### config.mk
export PLATFORM = sky130hd
export DESIGN_NAME = mem_ctrl_regs
export DESIGN_NICKNAME = d
export VERILOG_FILES = /design/src/design/lsu_mem_pkg.sv /design/src/design/mem_ctrl_regs.sv
export VERILOG_INCLUDE_DIRS = /design/src /design/src/include
export SDC_FILE = /design/constraint.sdc
export NUM_CORES = 1
export LEC_CHECK = 0
export BUFFER_PORTS_ARGS = -buffer_cell sky130_fd_sc_hd__buf_2
export CAP_MARGIN = 40
export CORE_UTILIZATION = 50
export CTS_CLUSTER_DIAMETER = 200
export DETAILED_ROUTE_END_ITERATION = 10
export GPL_ROUTABILITY_DRIVEN = 0
export PLACE_DENSITY_LB_ADDON = 0.15
export SLEW_MARGIN = 0
export SYNTH_ARGS = -nofsm -noshare
export SYNTH_HDL_FRONTEND = slang
export SYNTH_SLANG_ARGS = --single-unit
### constraint.sdc
create_clock -name clk -period 2.35 [get_ports clk]
set_input_delay 0.47 -clock clk [delete_from_list [all_inputs] [get_ports clk]]
set_output_delay 0.47 -clock clk [all_outputs]
set_load 0.005 [all_outputs]
### src/include/lsu_mem_cfg.svh
`ifndef LSU_MEM_CFG_SVH
`define LSU_MEM_CFG_SVH

// data and address width of the core
`define XLEN 64

// word-index bits of the data memory, 1024 doublewords
`define DMEM_AW 10

// width of the response latency setting
`define LAT_W 4

// latency after reset
`define LAT_RESET 2

// width of the access counters
`define CNT_W 32

`endif

### src/design/lsu_mem_pkg.sv
`default_nettype none

`include "lsu_mem_cfg.svh"

package lsu_mem_pkg;

    // data or address word
    typedef logic [`XLEN-1:0] xlen_t;

    // funct3 memory op
    typedef logic [2:0] memop_t;

    // access size, log2 of the byte count
    typedef logic [2:0] size_t;

    // byte mask relative to the access address
    typedef logic [7:0] mask_t;

    // sram response latency
    typedef logic [`LAT_W-1:0] lat_t;

    // access counter value
    typedef logic [`CNT_W-1:0] cnt_t;

    // configuration register offset
    typedef logic [1:0] cfg_addr_t;

    // load ops, stores reuse 0..3 for sb/sh/sw/sd
    localparam memop_t MEMOP_LB  = 3'd0;
    localparam memop_t MEMOP_LH  = 3'd1;
    localparam memop_t MEMOP_LW  = 3'd2;
    localparam memop_t MEMOP_LD  = 3'd3;
    localparam memop_t MEMOP_LBU = 3'd4;
    localparam memop_t MEMOP_LHU = 3'd5;
    localparam memop_t MEMOP_LWU = 3'd6;

    // register map of mem_ctrl_regs
    localparam cfg_addr_t REG_LAT    = 2'd0;
    localparam cfg_addr_t REG_LOADS  = 2'd1;
    localparam cfg_addr_t REG_STORES = 2'd2;
    localparam cfg_addr_t REG_FAULTS = 2'd3;

endpackage

`default_nettype wire

### src/design/mem_ctrl_regs.sv
`timescale 1ns/1ps
`default_nettype none

`include "lsu_mem_cfg.svh"

module mem_ctrl_regs
    import lsu_mem_pkg::*;
(
    input  wire logic      clk,
    input  wire logic      rst_n_i,
    input  wire logic      cfg_wr_i,
    input  wire cfg_addr_t cfg_addr_i,
    input  wire cnt_t      cfg_wdata_i,
    input  wire logic      ls_done_i,
    input  wire logic      rden_i,
    input  wire logic      wren_i,
    input  wire logic      ls_fault_i,
    output cnt_t           cfg_rdata_o,
    output lat_t           lat_cfg_o
);

    lat_t lat_q;
    cnt_t loads_q;
    cnt_t stores_q;
    cnt_t faults_q;
    logic load_evt;
    logic store_evt;
    logic fault_evt;

    // clear wins over a same-cycle event, count sticks at all ones
    function automatic cnt_t cnt_next(input cnt_t cur, input logic clr, input logic inc);
        cnt_t nxt;
        nxt = cur;
        if (clr) begin
            nxt = '0;
        end else if (inc && cur != '1) begin
            nxt = cur + cnt_t'(1);
        end
        return nxt;
    endfunction

    // completed accesses, faulted ones counted apart
    assign load_evt  = ls_done_i & rden_i & ~ls_fault_i;
    assign store_evt = ls_done_i & wren_i & ~ls_fault_i;
    assign fault_evt = ls_done_i & ls_fault_i;

    always_ff @(posedge clk or negedge rst_n_i) begin
        if (!rst_n_i) begin
            lat_q    <= lat_t'(`LAT_RESET);
            loads_q  <= '0;
            stores_q <= '0;
            faults_q <= '0;
        end else begin
            if (cfg_wr_i && cfg_addr_i == REG_LAT) begin
                lat_q <= lat_t'(cfg_wdata_i);
            end
            loads_q  <= cnt_next(loads_q, cfg_wr_i && cfg_addr_i == REG_LOADS, load_evt);
            stores_q <= cnt_next(stores_q, cfg_wr_i && cfg_addr_i == REG_STORES, store_evt);
            faults_q <= cnt_next(faults_q, cfg_wr_i && cfg_addr_i == REG_FAULTS, fault_evt);
        end
    end

    // register read, no wait state
    always_comb begin
        case (cfg_addr_i)
            REG_LAT:    cfg_rdata_o = cnt_t'(lat_q);
            REG_LOADS:  cfg_rdata_o = loads_q;
            REG_STORES: cfg_rdata_o = stores_q;
            default:    cfg_rdata_o = faults_q;
        endcase
    end

    assign lat_cfg_o = lat_q;

    // a done belongs to exactly one direction
    a_done_dir: assert property (
        @(posedge clk) disable iff (!rst_n_i) ls_done_i |-> (rden_i ^ wren_i)
    );

endmodule

`default_nettype wire

==> results of run 1 <==
[cell families (layout without fill, tap and decap cells)]
group,count (synthesis),after routing,share of synthesized area (%)
XOR/XNOR,12,12,1.65
flip-flops,100,100,39.3
AND/OR/NAND/NOR,301,301,27.1
adder cells (fa/ha/maj),3,3,0.589
multiplexers,38,38,7.54
buffers and inverters,53,117,3.75
AO/OA/AOI/OAI,193,193,20.0
[layer usage]
| metal | vias up | wire length, um | share of wire [%] | track usage [%] |
|---|---|---|---|---|
| li1 | 2797 | - | - | - |
| met1 | 2957 | 7840 | 43 | 39.5 |
| met2 | 216 | 8670 | 48 | 47.3 |
| met3 | 33 | 1130 | 6.2 | 5.17 |
| met4 | 0 | 434 | 2.4 | 10.8 |
| met5 | - | 0 | 0 | 0 |
[metrics by stage]
step / util [%] / power [uW] / instances / cell area, um2
detailed placement: 57.2 / 2230 / 916 / 6990
finish: 60.0 / 3830 / 932 / 7320
floorplan: - / 2050 / 700 / 6370
global placement: 57.2 / 2210 / 916 / 6990
global route: 60.0 / 3980 / 932 / 7320
CTS: 60.0 / 3870 / 932 / 7320
[area by class of cell]
type                            count  area, um2
Fill cell                        1113       4890
Multi-Input combinational cell    547       3640
Sequential cell                   100       2500
Timing Repair Buffer               91        606
Clock buffer                       11        253
Tap cell                          168        210
Clock inverter                      4       72.6
Inverter                           11       41.3
[registers in the layout (all words and copies together), names as in the netlist]
| name | flops |
|---|---|
| faults_q | 32 |
| loads_q | 32 |
| stores_q | 32 |
| lat_cfg_o | 4 |
[critical path, delay by kind of cell]
kind,cells,cell delay (ps)
AOI/OAI and AO/OA,1,210
buffers and inverters,3,640
muxes,1,380
[report_power, final]
group | switching [uW] | leakage (uW) | internal [uW]
sequential | 86.6 | 0.00138 | 1780
combinational | 191 | 0.00154 | 142
clock | 649 | 0.000158 | 983
[path summary, 6_finish.rpt]
check / to / cells after the start
max: cfg_rdata_o[30] / 5
min: lat_cfg_o[1] / 2
max reg2reg: faults_q[9] / 7
min reg2reg: lat_cfg_o[0] / 1
max in group asynchronous: lat_cfg_o[1] / 3
min in group asynchronous: stores_q[6] / 2
[synth_stat cells (7+ instances only)]
cell type  count
and2_1         8
and4_1        10
mux2_2        31
dfrtp_1       99
inv_1         11
o21ai_0       51
nand4_1       30
o31ai_1       15
or3_1         45
and3_1        15
a22o_1        28
nor4_1         8
nand2_1       56
o211ai_1       7
a21oi_1       66
clkbuf_1      28
xor2_1         8
nand3_1       35
nor2_1        34
or4_1         24
[cell usage in the layout (no fill, tap or decap), types with 4 or more instances in the layout]
cell / Yosys / routed
mux2_2: 31 / 31
nand4_1: 30 / 30
o211ai_1: 7 / 7
nand3_1: 35 / 35
clkbuf_16: 0 / 9
and4_1: 10 / 10
buf_2: 5 / 47
a22o_1: 28 / 28
nand2b_1: 4 / 4
or2_2: 4 / 4
xor2_1: 8 / 8
xnor2_1: 4 / 4
dfrtp_1: 99 / 99
o31ai_1: 15 / 15
or4_1: 24 / 24
a31o_2: 6 / 6
inv_1: 11 / 11
and2_1: 8 / 8
a21oi_1: 66 / 66
nand2_1: 56 / 56
o21ai_0: 51 / 51
a41o_1: 5 / 5
buf_4: 1 / 40
or3_1: 45 / 45
a31oi_1: 6 / 6
and3_1: 15 / 15
nor4_1: 8 / 7
o2111ai_1: 4 / 4
nor2_1: 34 / 33
[repair_timing]
item,4_1_cts,5_1_grt
hold endpoints to repair,13,0
hold buffers,1,0
buffers inserted,0,0
==> flow_summary.toml, run 1 <==
[outcome]
status = "completed"

[pwr]
p_leak_uw = 0.00308
power.density_nw_per_um2 = 523
ir_drop_mv = 0.419

[critical_path]
cp-end-kind = "primary output"
crit_path_max_fanout = 20
slowest_delay_ps = 380
reg2reg_slack_ps = 160
cpMostUsedCell = "buf_2"
critical_path.startpoint = "cfg_addr_i[0]"
worst_ep_required_time_ps = 1880
start_kind = "input pin"
critPathArrivalTime_ps = 1720
reg2reg_from = "faults_q[0]"
path_class = "in -> out"
slowest_stage = "mux2_2"
path_cells = "buf_2 -> buf_12 -> mux2_2 -> a22o_1 -> buf_2"

[route]
vias_per_cell = 6.44
firstDrtPassIters = 7
drtIter0Drc = 456
route.detailed.drc = 0
vias = 6003
routedWlPerCell_um = 19.4
drt_wl_total_mm = 18.1
final_antenna_net_count = 0

[synth]
ys_types = 56
ys_warn_count = 0
seq_area_frac_synth_pct = 39.3
netlist_top_cells_area = "dfrtp_1 (39%), mux2_2 (5.5%), a21oi_1 (5.2%), or3_1 (4.4%), o21ai_0 (4.0%)"
synth_area_um2 = 6370
synth_top_area_share_pct = 38.9
synth_top_cell_by_area = "dfrtp_1"
ys_ff_latch = 100
syn_inst = 700
async_flop_share_pct = 100
synth-main-ff-cell = "dfrtp_1"
avgSynthCellArea_um2 = 9.10
synth_edf_count = 0
synthesis.nets = 744

[cts]
h-tree-depth = 3
cts_tree = "yes"
cts_resized = 0
root_buffer = "clkbuf_16"
clk_pin_slew_worst_paths_ps = 70
clock_sinks = 100
clock_latency_ps = 350
cts_inserted_buffers = 9
clk_path_buf_depth = 2

[placement]
place_hpwl_mm = 13.3
pre_cts_slack_ps = 128
numPortBuffers = 48

[job]
cap_violations = 0

[final_layout]
drive_gt1_share_pct = 22.0
area_delta_synth_final_pct = 15.0
num_antenna_cells = 0
nets = 804

[min_path]
hold_start = "cfg_wdata_i[1]"
hp-class = "in -> reg"

[floorplanning]
num_rows = 40
die_y_um = 115
core_um2 = 12200
pin_count = 77
floorplan.initialDensity_pct = 52.2
dieArea_um2 = 13200
die_w_um = 115

[global_route]
antenna_found_initial = 0
grt_pass1_wl_mm = 29.7
grtUsageTotal_pct = 29.3
grt_start_max_net_pins = 55
grt.overflow.total = 0
grt_pass1_vias = 5831

[sta]
slew_violations = 0
hold_slack_ps = 351
grt_setup_unrepaired = "no"
setup_violations = 0
fmax_mhz = 456
skew_ps = 7.23
setup_ws_ps = 155
min_period_ps = 2190
min_period_over_period_pct = 93.4
finalHoldViolCount = 0
tns_ps = 0
worstMarginPinSlew_ps = 531
slew_headroom_pct = 64.5
(Power assumes the default switching activity.)
==> inputs of run 2 (changes only) <==
- BUFFER_PORTS_ARGS: -buffer_cell sky130_fd_sc_hd__buf_2 -> -buffer_cell sky130_fd_sc_hd__buf_4
- REMOVE_ABC_BUFFERS: unset -> 1
==> flow_summary.toml, run 2 (synthesis gave the netlist of run 1 again) <==
[outcome]
status = "completed"

[route]
routedWlPerCell_um = 18.6
firstDrtPassIters = 5
final_antenna_net_count = 0
vias = 5881
drtIter0Drc = 481
route.detailed.drc = 0
drt_wl_total_mm = 17.3
vias_per_cell = 6.35

[global_route]
grt_pass1_vias = 5483
grt_pass1_wl_mm = 28.4
antenna_found_initial = 0
grt_start_max_net_pins = 55
grtUsageTotal_pct = 27.8
grt.overflow.total = 0

[final_layout]
final_cell_mix = "dfrtp_1 (99), buf_4 (79), a21oi_1 (66)"
final_common_cell = "dfrtp_1"
drive_gt1_share_pct = 21.1
final_area_um2 = 7370
num_antenna_cells = 0
multiInputGateArea_um2 = 3640
n_fill_cell = 1096
nets = 797
area_delta_synth_final_pct = 15.7
ff_latch_area_um2 = 2500
reg_top3 = "faults_q: 32 flops, loads_q: 32 flops, stores_q: 32 flops"

[cts]
h-tree-depth = 3
clk_path_buf_depth = 2
root_buffer = "clkbuf_16"
clock_sinks = 100
clk_pin_slew_worst_paths_ps = 60
cts_inserted_buffers = 9
cts_setup_buffers = 0
clock_latency_ps = 350
cts_tree = "yes"

[min_path]
hp-class = "in -> reg"

[floorplanning]
die_y_um = 115
num_rows = 40
die_w_um = 115
floorplan.initialDensity_pct = 52.2
core_um2 = 12200
dieArea_um2 = 13200
pin_count = 77

[sta]
slew_violations = 0
grt_setup_unrepaired = "no"
worstMarginPinSlew_ps = 711
fmax_mhz = 459
min_period_over_period_pct = 92.8
slew_headroom_pct = 52.5
skew_ps = 6.22
min_period_ps = 2180
finalHoldViolCount = 0
setup_violations = 0

[critical_path]
critPathArrivalTime_ps = 2420
slowest_stage = "or4_4"
worst_ep_required_time_ps = 2590
path_cells = "ha_1 -> nand3_1 -> or4_4 -> o2111ai_1 -> buf_4 -> xor2_1 -> nor2_1"
cp-end-kind = "register"
start_kind = "register"
crit_path_max_fanout = 13
path_class = "reg -> reg"
slowest_delay_ps = 500

[job]
cap_violations = 0

[placement]
place_hpwl_mm = 12.5
dpl_cell_area_um2 = 7060
numPortBuffers = 48

[pwr]
p_total_uw = 3670
ir_drop_mv = 0.288
power.density_nw_per_um2 = 498
p_leak_uw = 0.00304
run 2: critical path: cells and delay by family, from the launching register on:
| family | cells | cell delay, ps |
|---|---|---|
| compound gates | 1 | 260 |
| fa+ha+maj | 1 | 260 |
| xor+xnor | 1 | 150 |
| buf+inv | 1 | 220 |
| simple gates | 3 | 740 |
| flops | 1 | 420 |
run 2: worst paths after layout:
kind / cells after the start / from / slack, ps / to
min in group asynchronous: 2 / rst_n_i / 550 / faults_q[2]
hold reg to reg: 1 / lat_cfg_o[0] / 550 / lat_cfg_o[0]
setup / recovery: 7 / loads_q[1] / 170 / loads_q[19]
hold / removal: 2 / cfg_wdata_i[2] / 360 / lat_cfg_o[2]
max in group asynchronous: 3 / rst_n_i / 1100 / stores_q[6]
setup reg to reg: 7 / loads_q[1] / 170 / loads_q[19]
run 2: area by class of cell:
cell class                 count  area share, %
timing repair buffer          84           9.27
tap                          168           2.85
inverter                      11          0.560
sequential                   100           34.0
clock buffer                  15           3.90
clock inverter                 1         0.0679
multi-input combinational    547           49.4
run 2: stage by stage:
stage	utilization [%]	cells	hold slack (ps)	setup WS, ps	TNS, ps
floorplan	-	658	174	-710	-11120
global placement	57.8	909	360	175	0
detailed placement	57.8	909	369	113	0
CTS	60.3	926	343	167	0
global route	60.4	926	346	43.0	0
finish	60.4	926	358	169	0
run 2: per-layer routing:
| layer | GRT usage [%] | vias up | wire length, um |
|---|---|---|---|
| met5 | 0 | - | 0 |
| met4 | 10.8 | 0 | 350 |
| met3 | 3.06 | 28 | 896 |
| met2 | 43.8 | 193 | 8060 |
| met1 | 39.5 | 2864 | 7950 |
| li1 | - | 2796 | - |
run 2: where the power goes:
part	total, uW	internal, uW	switching, uW
Combinational	344	157	187
Clock	1470	834	633
Sequential	1860	1780	78.0
Total	3670	2770	898
run 2: what timing repair did:
item                                    4_1_cts  5_1_grt
hold endpoints to repair                     15        0
hold buffers                                  1        0
endpoints found under the setup margin        0        1
resized for setup                             0        1
