### src/include/lsu_mem_cfg.svh
`ifndef LSU_MEM_CFG_SVH
`define LSU_MEM_CFG_SVH

// data and address width of the core
`define XLEN 64

// word-index bits of the data memory, 1024 doublewords
`define DMEM_AW 10

// width of the response latency setting
`define LAT_W 4

// latency after reset
`define LAT_RESET 2

// width of the access counters
`define CNT_W 32

`endif

### src/design/lsu_mem_pkg.sv
`default_nettype none

`include "lsu_mem_cfg.svh"

package lsu_mem_pkg;

    // data or address word
    typedef logic [`XLEN-1:0] xlen_t;

    // funct3 memory op
    typedef logic [2:0] memop_t;

    // access size, log2 of the byte count
    typedef logic [2:0] size_t;

    // byte mask relative to the access address
    typedef logic [7:0] mask_t;

    // sram response latency
    typedef logic [`LAT_W-1:0] lat_t;

    // access counter value
    typedef logic [`CNT_W-1:0] cnt_t;

    // configuration register offset
    typedef logic [1:0] cfg_addr_t;

    // load ops, stores reuse 0..3 for sb/sh/sw/sd
    localparam memop_t MEMOP_LB  = 3'd0;
    localparam memop_t MEMOP_LH  = 3'd1;
    localparam memop_t MEMOP_LW  = 3'd2;
    localparam memop_t MEMOP_LD  = 3'd3;
    localparam memop_t MEMOP_LBU = 3'd4;
    localparam memop_t MEMOP_LHU = 3'd5;
    localparam memop_t MEMOP_LWU = 3'd6;

    // register map of mem_ctrl_regs
    localparam cfg_addr_t REG_LAT    = 2'd0;
    localparam cfg_addr_t REG_LOADS  = 2'd1;
    localparam cfg_addr_t REG_STORES = 2'd2;
    localparam cfg_addr_t REG_FAULTS = 2'd3;

endpackage

`default_nettype wire

### src/design/lsu.sv
`timescale 1ns/1ps
`default_nettype none

module lsu
    import lsu_mem_pkg::*;
(
    input  wire logic   clk,
    input  wire logic   rst_n_i,

    // core side
    input  wire logic   rden_i,
    input  wire logic   wren_i,
    input  wire memop_t memop_i,
    input  wire xlen_t  addr_i,
    input  wire xlen_t  wr_data_i,
    output xlen_t       ls_res_o,
    output logic        ls_done_o,
    output logic        ls_fault_o,

    // sram side
    output xlen_t       sram_addr_o,
    output logic        sram_rd_en_o,
    output logic        sram_wr_en_o,
    output xlen_t       sram_wr_data_o,
    output mask_t       sram_wr_mask_o,
    output size_t       sram_size_o,
    input  wire logic   sram_rd_valid_i,
    input  wire logic   sram_wr_ok_i,
    input  wire xlen_t  sram_rd_data_i
);

    size_t       acc_size;
    mask_t       acc_mask;
    logic        access;
    logic        misaligned;
    xlen_t       lane_data;
    logic [7:0]  rd_b;
    logic [15:0] rd_h;
    logic [31:0] rd_w;

    assign access = rden_i | wren_i;

    // funct3[1:0] gives the size for loads and stores alike
    always_comb begin
        case (memop_i[1:0])
            2'd0: begin
                acc_size = 3'd0;
                acc_mask = 8'b0000_0001;
            end
            2'd1: begin
                acc_size = 3'd1;
                acc_mask = 8'b0000_0011;
            end
            2'd2: begin
                acc_size = 3'd2;
                acc_mask = 8'b0000_1111;
            end
            default: begin
                acc_size = 3'd3;
                acc_mask = 8'b1111_1111;
            end
        endcase
    end

    // natural alignment, low address bits below the size must be zero
    always_comb begin
        case (acc_size)
            3'd1:    misaligned = addr_i[0];
            3'd2:    misaligned = |addr_i[1:0];
            3'd3:    misaligned = |addr_i[2:0];
            default: misaligned = 1'b0;
        endcase
    end

    // misaligned access never reaches the memory
    assign sram_rd_en_o   = rden_i & ~misaligned;
    assign sram_wr_en_o   = wren_i & ~misaligned;
    assign sram_addr_o    = addr_i;
    assign sram_wr_data_o = wr_data_i;
    assign sram_wr_mask_o = acc_mask;
    assign sram_size_o    = acc_size;

    // refused access completes at once with the fault flag
    assign ls_fault_o = access & misaligned;
    assign ls_done_o  = (sram_rd_en_o & sram_rd_valid_i)
                      | (sram_wr_en_o & sram_wr_ok_i)
                      | ls_fault_o;

    // bring the addressed lane down to bit 0
    assign lane_data = sram_rd_data_i >> {addr_i[2:0], 3'b000};
    assign rd_b      = lane_data[7:0];
    assign rd_h      = lane_data[15:0];
    assign rd_w      = lane_data[31:0];

    // sign or zero extension per op
    always_comb begin
        ls_res_o = '0;
        if (rden_i) begin
            case (memop_i)
                MEMOP_LB:  ls_res_o = xlen_t'($signed(rd_b));
                MEMOP_LH:  ls_res_o = xlen_t'($signed(rd_h));
                MEMOP_LW:  ls_res_o = xlen_t'($signed(rd_w));
                MEMOP_LD:  ls_res_o = sram_rd_data_i;
                MEMOP_LBU: ls_res_o = xlen_t'(rd_b);
                MEMOP_LHU: ls_res_o = xlen_t'(rd_h);
                MEMOP_LWU: ls_res_o = xlen_t'(rd_w);
                default:   ls_res_o = '0;
            endcase
        end
    end

    // requester keeps the whole request steady while it waits for done
    property p_req_held;
        @(posedge clk) disable iff (!rst_n_i)
            (access && !ls_done_o) |=>
                $stable({rden_i, wren_i, memop_i}) &&
                $stable(addr_i) && $stable(wr_data_i);
    endproperty
    a_req_held: assert property (p_req_held);

    // one direction per request
    a_one_dir: assert property (
        @(posedge clk) disable iff (!rst_n_i) !(rden_i && wren_i)
    );

endmodule

`default_nettype wire

### config.mk
export PLATFORM = sky130hd
export DESIGN_NAME = lsu
export DESIGN_NICKNAME = d
export VERILOG_FILES = /design/src/design/lsu_mem_pkg.sv /design/src/design/lsu.sv
export VERILOG_INCLUDE_DIRS = /design/src /design/src/include
export SDC_FILE = /design/constraint.sdc
export NUM_CORES = 1
export LEC_CHECK = 0
export BUFFER_PORTS_ARGS = -buffer_cell sky130_fd_sc_hd__buf_2
export CAP_MARGIN = 0
export CORE_AREA = 3 3 158 160
export DETAILED_ROUTE_END_ITERATION = 8
export DIE_AREA = 0 0 161 163
export GPL_ROUTABILITY_DRIVEN = 1
export MAX_ROUTING_LAYER = met4
export SLEW_MARGIN = 20
export SYNTH_ARGS = -nofsm -noshare
export SYNTH_HDL_FRONTEND = slang
export SYNTH_SLANG_ARGS = --single-unit
### constraint.sdc
create_clock -name vclk -period 9.3
set_input_delay 2.325 -clock vclk [all_inputs]
set_output_delay 2.325 -clock vclk [all_outputs]
set_load 0.02 [all_outputs]
==> impl_summary.log, run 1 <==
[metrics] register area: 0 um^2
[metrics] CP Cell Sequence: buf_4 -> mux2_4 -> o2bb2ai_2 -> o31a_1 -> a21oi_2 -> a21oi_1 -> buf_2
[metrics] standby leakage power: 1.54 nW
[metrics] total half-perimeter wirelength after legalization and detailed placement: 13.4 mm
[metrics] data required time at the worst endpoint: 6.98 ns
[metrics] layout clock buffer count: 0
[metrics] residual antenna-violating net count after detailed routing: 0
[metrics] global routing usage summed across all routing layers: 12.1%
[metrics] total number of vias: 3508
[metrics] effective utilization at floorplan: 14.7%
[metrics] nets@finish: 680
[metrics] core footprint: 23500 um^2
[metrics] Post-Syn Area: 3460 um^2
[metrics] power per cell area: 56.7 nW/um^2
[metrics] Gate Count Post-Synth: 497
[metrics] most common library cell in the layout ignoring fill and taps: buf_2
[metrics] final hold violation count: 0
[metrics] Pins Over Slew Limit: 0
[metrics] count of TritonRoute iterations in the first routing pass: 5
[metrics] area share of the leading cell type in the synthesized netlist: 29.8%
[metrics] largest cells by area after synthesis: buf_4, mux2i_1, a21oi_1, nand2_1, mux4_2
[metrics] Critical Path Max Stage Delay: 0.72 ns
[metrics] fin crit share: 79.7%
[metrics] largest family of logic cells by synthesized area: buffers and inverters
[metrics] Netlist cell types: 39
[metrics] fraction of the mapped netlist area in compound gates: 30.7%
[metrics] vias in the first global route: 3422
[metrics] most frequent cells in the layout: buf_2, a21oi_1, nand2_1
[metrics] category of the critical setup timing path: in -> out
[metrics] crit path time final: 7.41 ns
[metrics] worst min-delay path category: in -> out
[metrics] category of cells accounting for the largest share of critical-path delay: compound AO/OA/AOI/OAI gates
[metrics] overall power of the completed layout: 0.197 mW
[metrics] area fraction in and, or, nand and nor cells after synthesis: 10.9%
[metrics] Peak Freq: 135 MHz
[metrics] gpl congestion: 0.792
[metrics] violation count after the first detailed-route iteration: 197
[metrics] startpoint kind of the worst setup timing path: input pin
[metrics] Finish-stage setup viols: 0
[metrics] largest net degree at the start of global routing: 80
[metrics] post-synthesis cell type with the largest combined area: buf_4
[metrics] number of buffer cells added on primary ports: 154
[metrics] maximum fanout count along the critical path: 79
[metrics] sequential element share of the synthesized area: 0%
[metrics] average cell area after synthesis: 6.95 um^2
[metrics] width of the die: 161 um
[metrics] post-synthesis mux area share: 21.5%
[metrics] critical path capture point type: output pin
[metrics] number of antenna violations at the first check in global routing: 6
[metrics] number of cells in the finished layout apart from fillers: 802
[metrics] DRC errors left: 0
[metrics] Critical Path Slowest Stage Cell: a21oi_2
[metrics] GRT Residual Overflow: 0
[metrics] # resized after CTS: 0
[metrics] final cell utilization of the core: 14.7%
[metrics] area growth from synthesis to final layout: 0.326%
[metrics] count of buffering cells on the critical path with inverters included: 2
[metrics] largest vdd supply drop: 0.0191 mV
[metrics] fraction of layout instances using a drive strength above 1: 40.3%
[metrics] DP Cell Count: 796
[metrics] Chip Height: 163 um
[metrics] top-level port count: 408
[metrics] DR WL/cell: 20.4 um
[metrics] final routed wirelength across all metal layers: 16.4 mm
[metrics] area share of xor/xnor cells in the synthesized design: 0.253%
[metrics] Slew HR: 34.7%
[metrics] actual transition at the worst max-transition pin: 0.979 ns
[metrics] RSZ-0062 raised after global routing: no
[metrics] number of nets in the synthesized netlist: 698
[metrics] Max Cap Violations: 0
[metrics] number of warnings printed during yosys synthesis: 0
[metrics] flip-flop and latch count: 0
[metrics] Die ar.: 26200 um^2
[metrics] Post-CTS Repair Setup Buffers: 0
[metrics] outcome: complete, no violations
[metrics] Vias/cell: 4.37
[metrics] arrival time reported for the critical path endpoint: 5.09 ns
[metrics] row cnt: 56
[metrics] global-route wire length before repair: 23.5 mm
[metrics] Final TNS setup: 0 ns
[metrics] CTS Hold Buffers Added: 0
[metrics] adder and majority cell fraction of the synthesized area: 0%
==> final timing paths <==
| check | start | endpoint | slack [ns] | cells after the start |
|---|---|---|---|---|
| setup / recovery | addr_i[0] | ls_res_o[16] | 1.89 | 7 |
| hold / removal | addr_i[19] | sram_addr_o[19] | 4.65 | 0 |
==> Yosys cell counts (all sizes together) <==
master / number
a211oi: 16
a21boi: 1
a21o: 8
a21oi: 71
a221oi: 1
a222oi: 8
a31oi: 8
a32oi: 7
and3: 2
buf: 158
clkbuf: 22
clkinv: 1
conb: 2
inv: 5
mux2: 8
mux2i: 49
mux4: 7
nand2: 51
nand2b: 2
nand3: 1
nand3b: 3
nor2: 7
nor2b: 11
nor3: 3
nor4bb: 1
o21ai: 21
o22ai: 8
o2bb2ai: 8
o31a: 2
o31ai: 2
or2: 2
xnor2: 1
==> cell families after synthesis <==
kind of cell,Yosys count
buffers and inverters,186
AOI/OAI and AO/OA,161
other,2
and+or+nand+nor,83
xor gates and xnor gates,1
muxes,64
==> layout make-up <==
cell class	instances	area, um^2
fillers	2816	20100
multi-input cells	311	2210
repair buffers	160	818
well taps	319	399
inverters	6	22.5
diodes	6	15.0
==> report_power, final <==
part | switching, mW | internal [mW] | leakage, nW
sequential | 0 | 0 | 0
clock | 0 | 0.0000000864 | 0.0000380
combinational | 0.127 | 0.0701 | 1.54
total | 0.127 | 0.0701 | 1.54
==> per-layer routing <==
layer,global-route usage [%],part of all wire [%]
met3,4.78,11
met5,-,0
met2,18.4,44
met1,14.7,41
met4,3.87,3.7
==> per-stage QoR <==
| stage | setup WS [ns] | cell area, um^2 | hold WS, ns |
|---|---|---|---|
| floorplan | 2.97 | 3460 | 4.76 |
| global placement | 1.83 | 3450 | 4.65 |
| detailed placement | 1.89 | 3450 | 4.65 |
| CTS | 1.88 | 3450 | 4.65 |
| global route | 1.70 | 3470 | 4.65 |
| finish | 1.89 | 3470 | 4.65 |
Power figures use the tool's default switching activity.
==> run 2: changes to the inputs <==
Clock period 9.3 ns to 6.5 ns, I/O delays scaled along.
==> impl_summary.log, run 2 (same netlist as run 1, synthesis figures left out) <==
[metrics] number of antenna violations at the first check in global routing: 6 (unchanged)
[metrics] total number of vias: 3488 (-0.57%)
[metrics] largest vdd supply drop: 0.0207 mV (+8.5%)
[metrics] worst min-delay path category: in -> out
[metrics] power per cell area: 80.7 nW/um^2 (+42%)
[metrics] Final TNS setup: 0 ns (unchanged)
[metrics] category of the critical setup timing path: in -> out
[metrics] standby leakage power: 1.57 nW (+2.0%)
[metrics] startpoint kind of the worst setup timing path: input pin
[metrics] largest net degree at the start of global routing: 47 (-41%)
[metrics] row cnt: 56 (unchanged)
[metrics] fin crit share: 85.5%
[metrics] placement-stage worst setup slack: 0.918 ns (-0.970 ns)
[metrics] count of buffering cells on the critical path with inverters included: 3 (+1)
[metrics] Critical Path Max Stage Delay: 0.59 ns (-0.13 ns)
[metrics] CTS Hold Buffers Added: 0 (unchanged)
[metrics] core footprint: 23500 um^2 (unchanged)
[metrics] most common library cell in the layout ignoring fill and taps: buf_2
[metrics] data required time at the worst endpoint: 4.88 ns (-2.10 ns)
[metrics] crit path time final: 5.55 ns
[metrics] fraction of layout instances using a drive strength above 1: 41.0% (+0.74 points)
[metrics] register area: 0 um^2 (unchanged)
[metrics] Pins Over Slew Limit: 0 (unchanged)
[metrics] residual antenna-violating net count after detailed routing: 0 (unchanged)
[metrics] Slew HR: 51.3% (+17 points)
[metrics] GRT Residual Overflow: 0 (unchanged)
[metrics] Peak Freq: 180 MHz
[metrics] most frequent cells in the layout: buf_2, a21oi_1, nand2_1
[metrics] Chip Height: 163 um (unchanged)
[metrics] fillers: 2805 (-0.39%)
[metrics] final routed wirelength across all metal layers: 16.3 mm (-0.18%)
[metrics] Max Cap Violations: 0 (unchanged)
[metrics] count of TritonRoute iterations in the first routing pass: 5 (unchanged)
[metrics] outcome: complete, no violations
[metrics] PnR worst setup slack: 0.946 ns (-0.940 ns)
[metrics] DRC errors left: 0 (unchanged)
[metrics] maximum fanout count along the critical path: 46 (-42%)
[metrics] global-route wire length before repair: 23.1 mm (-1.9%)
[metrics] CP Cell Sequence: buf_4 -> buf_4 -> nor2b_1 -> a21oi_1 -> o21ai_0 -> a32oi_1 -> a21oi_1 -> buf_2
[metrics] layout clock buffer count: 0 (unchanged)
[metrics] number of cells in the finished layout apart from fillers: 808 (+0.75%)
[metrics] arrival time reported for the critical path endpoint: 3.93 ns (-1.16 ns)
[metrics] flip-flop and latch count: 0 (unchanged)
[metrics] Critical Path Slowest Stage Cell: nor2b_1
[metrics] final standard cell area without fillers: 3510 um^2 (+1.2%)
[metrics] actual transition at the worst max-transition pin: 0.722 ns (-0.257 ns)
[metrics] DR WL/cell: 20.2 um (-0.92%)
[metrics] number of buffer cells added on primary ports: 154 (unchanged)
[metrics] total half-perimeter wirelength after legalization and detailed placement: 13.8 mm (+2.7%)
[metrics] Vias/cell: 4.32 (-1.3%)
[metrics] nets@finish: 686 (+0.88%)
[metrics] critical path capture point type: output pin
[metrics] # resized after CTS: 0 (unchanged)
[metrics] effective utilization at floorplan: 14.7% (unchanged)
[metrics] Die ar.: 26200 um^2 (unchanged)
[metrics] Post-CTS Repair Setup Buffers: 0 (unchanged)
[metrics] global routing usage summed across all routing layers: 11.8% (-0.29 points)
[metrics] DP Cell Count: 802 (+0.75%)
[metrics] cell area after placement: 3490 um^2 (+1.3%)
[metrics] area growth from synthesis to final layout: 1.52%
[metrics] vias in the first global route: 3364 (-1.7%)
[metrics] gpl congestion: 0.865 (+9.3%)
[metrics] violation count after the first detailed-route iteration: 110 (-44%)
[metrics] width of the die: 161 um (unchanged)
[metrics] Finish-stage setup viols: 0 (unchanged)
[metrics] final hold violation count: 0 (unchanged)
[metrics] category of cells accounting for the largest share of critical-path delay: buffers and inverters
[metrics] RSZ-0062 raised after global routing: no
[metrics] top-level port count: 408 (unchanged)
[run 2: cell count changes in the layout (fill, tap and decap cells not counted)]
cell	delta
buf_4	+6
and3_2	+1
and3_4	-1
[run 2: final cells by class]
cell class	instances	area (um^2)	area share, %
timing repair buffer	166	863	24.6
antenna	6	15.0	0.428
inverter	6	22.5	0.642
multi-input combinational	311	2210	62.9
tap	319	399	11.4
[run 2: power breakdown]
part / switching (mW) / internal (mW)
Combinational: 0.181 / 0.102
Sequential: 0 / 0
Clock: 0 / 0.000000124
Total: 0.181 / 0.102
[run 2: routing by layer]
layer / vias to the layer above / routed length, um / GRT usage [%]
met4: 0 / 578 / 3.60
li1: 1631 / - / -
met2: 201 / 7230 / 18.4
met5: - / 0 / -
met1: 1600 / 6870 / 14.2
met3: 56 / 1670 / 4.35
[run 2: stage by stage]
stage | total power, mW | utilization, % | hold slack (ns)
6_report | 0.283 | 14.9 | 3.25
5_1_grt | 0.308 | 14.9 | 3.25
4_1_cts | 0.286 | 14.8 | 3.25
3_5_place_dp | 0.285 | 14.8 | 3.25
3_3_place_gp | 0.283 | 14.8 | 3.25
2_1_floorplan | 0.295 | - | 3.36
[run 2: path summary, 6_finish.rpt]
check	startpoint	endpoint	cells past startpoint
worst max-delay path	addr_i[0]	ls_res_o[28]	8
worst min-delay path	addr_i[19]	sram_addr_o[19]	0
==> run 3: changes to the inputs <==
Settings changed: CAP_MARGIN 0 to 20.
Clock period 6.5 ns to 6.3 ns, I/O delays scaled along.
==> impl_summary.log, run 3 (same netlist as run 1, synthesis figures left out) <==
[metrics] Slew HR: 53.1% (+1.8 points)
[metrics] DRC errors left: 0 (unchanged)
[metrics] count of TritonRoute iterations in the first routing pass: 5 (unchanged)
[metrics] actual transition at the worst max-transition pin: 0.703 ns (-0.0197 ns)
[metrics] category of cells accounting for the largest share of critical-path delay: buffers and inverters
[metrics] CTS Hold Buffers Added: 0 (unchanged)
[metrics] effective utilization at floorplan: 14.7% (unchanged)
[metrics] Die ar.: 26200 um^2 (unchanged)
[metrics] core footprint: 23500 um^2 (unchanged)
[metrics] final routed wirelength across all metal layers: 16.5 mm (+0.68%)
[metrics] Pins Over Slew Limit: 0 (unchanged)
[metrics] Post-CTS Repair Setup Buffers: 0 (unchanged)
[metrics] maximum fanout count along the critical path: 32 (-30%)
[metrics] category of the critical setup timing path: in -> out
[metrics] Critical Path Slowest Stage Cell: buf_4
[metrics] largest vdd supply drop: 0.0220 mV (+6.3%)
[metrics] number of buffer cells added on primary ports: 154 (unchanged)
[metrics] register area: 0 um^2 (unchanged)
[metrics] cell area after placement: 3490 um^2 (about the same)
[metrics] total number of vias: 3539 (+1.5%)
[metrics] overall power of the completed layout: 0.292 mW (+3.1%)
[metrics] nets@finish: 684 (-0.29%)
[metrics] critical path capture point type: output pin
[metrics] layout clock buffer count: 0 (unchanged)
[metrics] RSZ-0062 raised after global routing: no
[metrics] area growth from synthesis to final layout: 1.30%
[metrics] Finish-stage setup viols: 0 (unchanged)
[metrics] GRT Residual Overflow: 0 (unchanged)
[metrics] gpl congestion: 0.862 (-0.37%)
[metrics] power per cell area: 83.3 nW/um^2 (+3.3%)
[metrics] fin crit share: 86.0%
[metrics] worst min-delay path category: in -> out
[metrics] area used by multi-input combinational logic: 2210 um^2 (unchanged)
[metrics] crit path time final: 5.42 ns
[metrics] width of the die: 161 um (unchanged)
[metrics] Final TNS setup: 0 ns (unchanged)
[metrics] data required time at the worst endpoint: 4.72 ns (-0.16 ns)
[metrics] row cnt: 56 (unchanged)
[metrics] standby leakage power: 1.56 nW (-0.44%)
[metrics] top-level port count: 408 (unchanged)
[metrics] violation count after the first detailed-route iteration: 165 (+50%)
[metrics] count of buffering cells on the critical path with inverters included: 4 (+1)
[metrics] worst slack on hold paths: 3.15 ns (-0.100 ns)
[metrics] final standard cell area without fillers: 3500 um^2 (-0.21%)
[metrics] final hold violation count: 0 (unchanged)
[metrics] arrival time reported for the critical path endpoint: 3.84 ns (-0.09 ns)
[metrics] fillers: 2811 (+0.21%)
[metrics] fraction of layout instances using a drive strength above 1: 40.7% (-0.25 points)
[metrics] Chip Height: 163 um (unchanged)
[metrics] global routing usage summed across all routing layers: 11.9% (+0.13 points)
[metrics] outcome: complete, no violations
[metrics] global-route wire length before repair: 23.3 mm (+0.90%)
[metrics] residual antenna-violating net count after detailed routing: 0 (unchanged)
[metrics] largest net degree at the start of global routing: 47 (unchanged)
[metrics] vias in the first global route: 3495 (+3.9%)
[metrics] # resized after CTS: 0 (unchanged)
[metrics] most frequent cells in the layout: buf_2, a21oi_1, nand2_1
[metrics] CP Cell Sequence: buf_2 -> buf_4 -> nor2b_1 -> o2bb2ai_2 -> o31a_1 -> a211oi_4 -> buf_4 -> a21oi_1 -> buf_2
[metrics] Critical Path Max Stage Delay: 0.43 ns (-0.16 ns)
[metrics] number of antenna violations at the first check in global routing: 4 (-2)
[metrics] flip-flop and latch count: 0 (unchanged)
[metrics] Max Cap Violations: 0 (unchanged)
[metrics] Peak Freq: 185 MHz
[metrics] Vias/cell: 4.40 (+2.0%)
[metrics] most common library cell in the layout ignoring fill and taps: buf_2
[metrics] startpoint kind of the worst setup timing path: input pin
[metrics] DR WL/cell: 20.5 um (+1.2%)
[metrics] total half-perimeter wirelength after legalization and detailed placement: 13.7 mm (-0.82%)
-- run 3: layer usage --
metal / part of all wire, % / track usage [%] / up-vias
met4: 3.6 / 3.56 / 0
met2: 44 / 18.4 / 211
met3: 11 / 4.70 / 62
li1: - / - / 1620
met1: 41 / 14.4 / 1646
met5: 0 / - / -
-- run 3: where the power goes --
group / leakage (nW) / total [mW] / internal, mW / switching [mW]
sequential: 0 / 0 / 0 / 0
clock: 0.0000254 / 0.0000000852 / 0.0000000852 / 0
combinational: 1.56 / 0.292 / 0.105 / 0.187
total: 1.56 / 0.292 / 0.105 / 0.187
-- run 3: final timing paths --
| path | startpoint | cells after the start | slack (ns) | endpoint |
|---|---|---|---|---|
| hold / removal | addr_i[19] | 0 | 3.15 | sram_addr_o[19] |
| setup / recovery | addr_i[1] | 9 | 0.88 | ls_res_o[46] |
-- run 3: per-stage QoR --
| step | utilization [%] | cells | setup WS [ns] |
|---|---|---|---|
| after CTS | 14.8 | 800 | 0.873 |
| after detailed placement | 14.8 | 800 | 0.884 |
| after global placement | 14.8 | 800 | 0.907 |
| after global routing | 14.9 | 804 | 0.696 |
| after floorplan | - | 497 | 1.47 |
| final | 14.9 | 804 | 0.884 |
-- run 3: final cells by class --
class              instances  share of cell area (%)
repair buffers           164                    24.6
inverters                  6                   0.643
well taps                319                    11.4
multi-input cells        311                    63.1
diodes                     4                   0.286
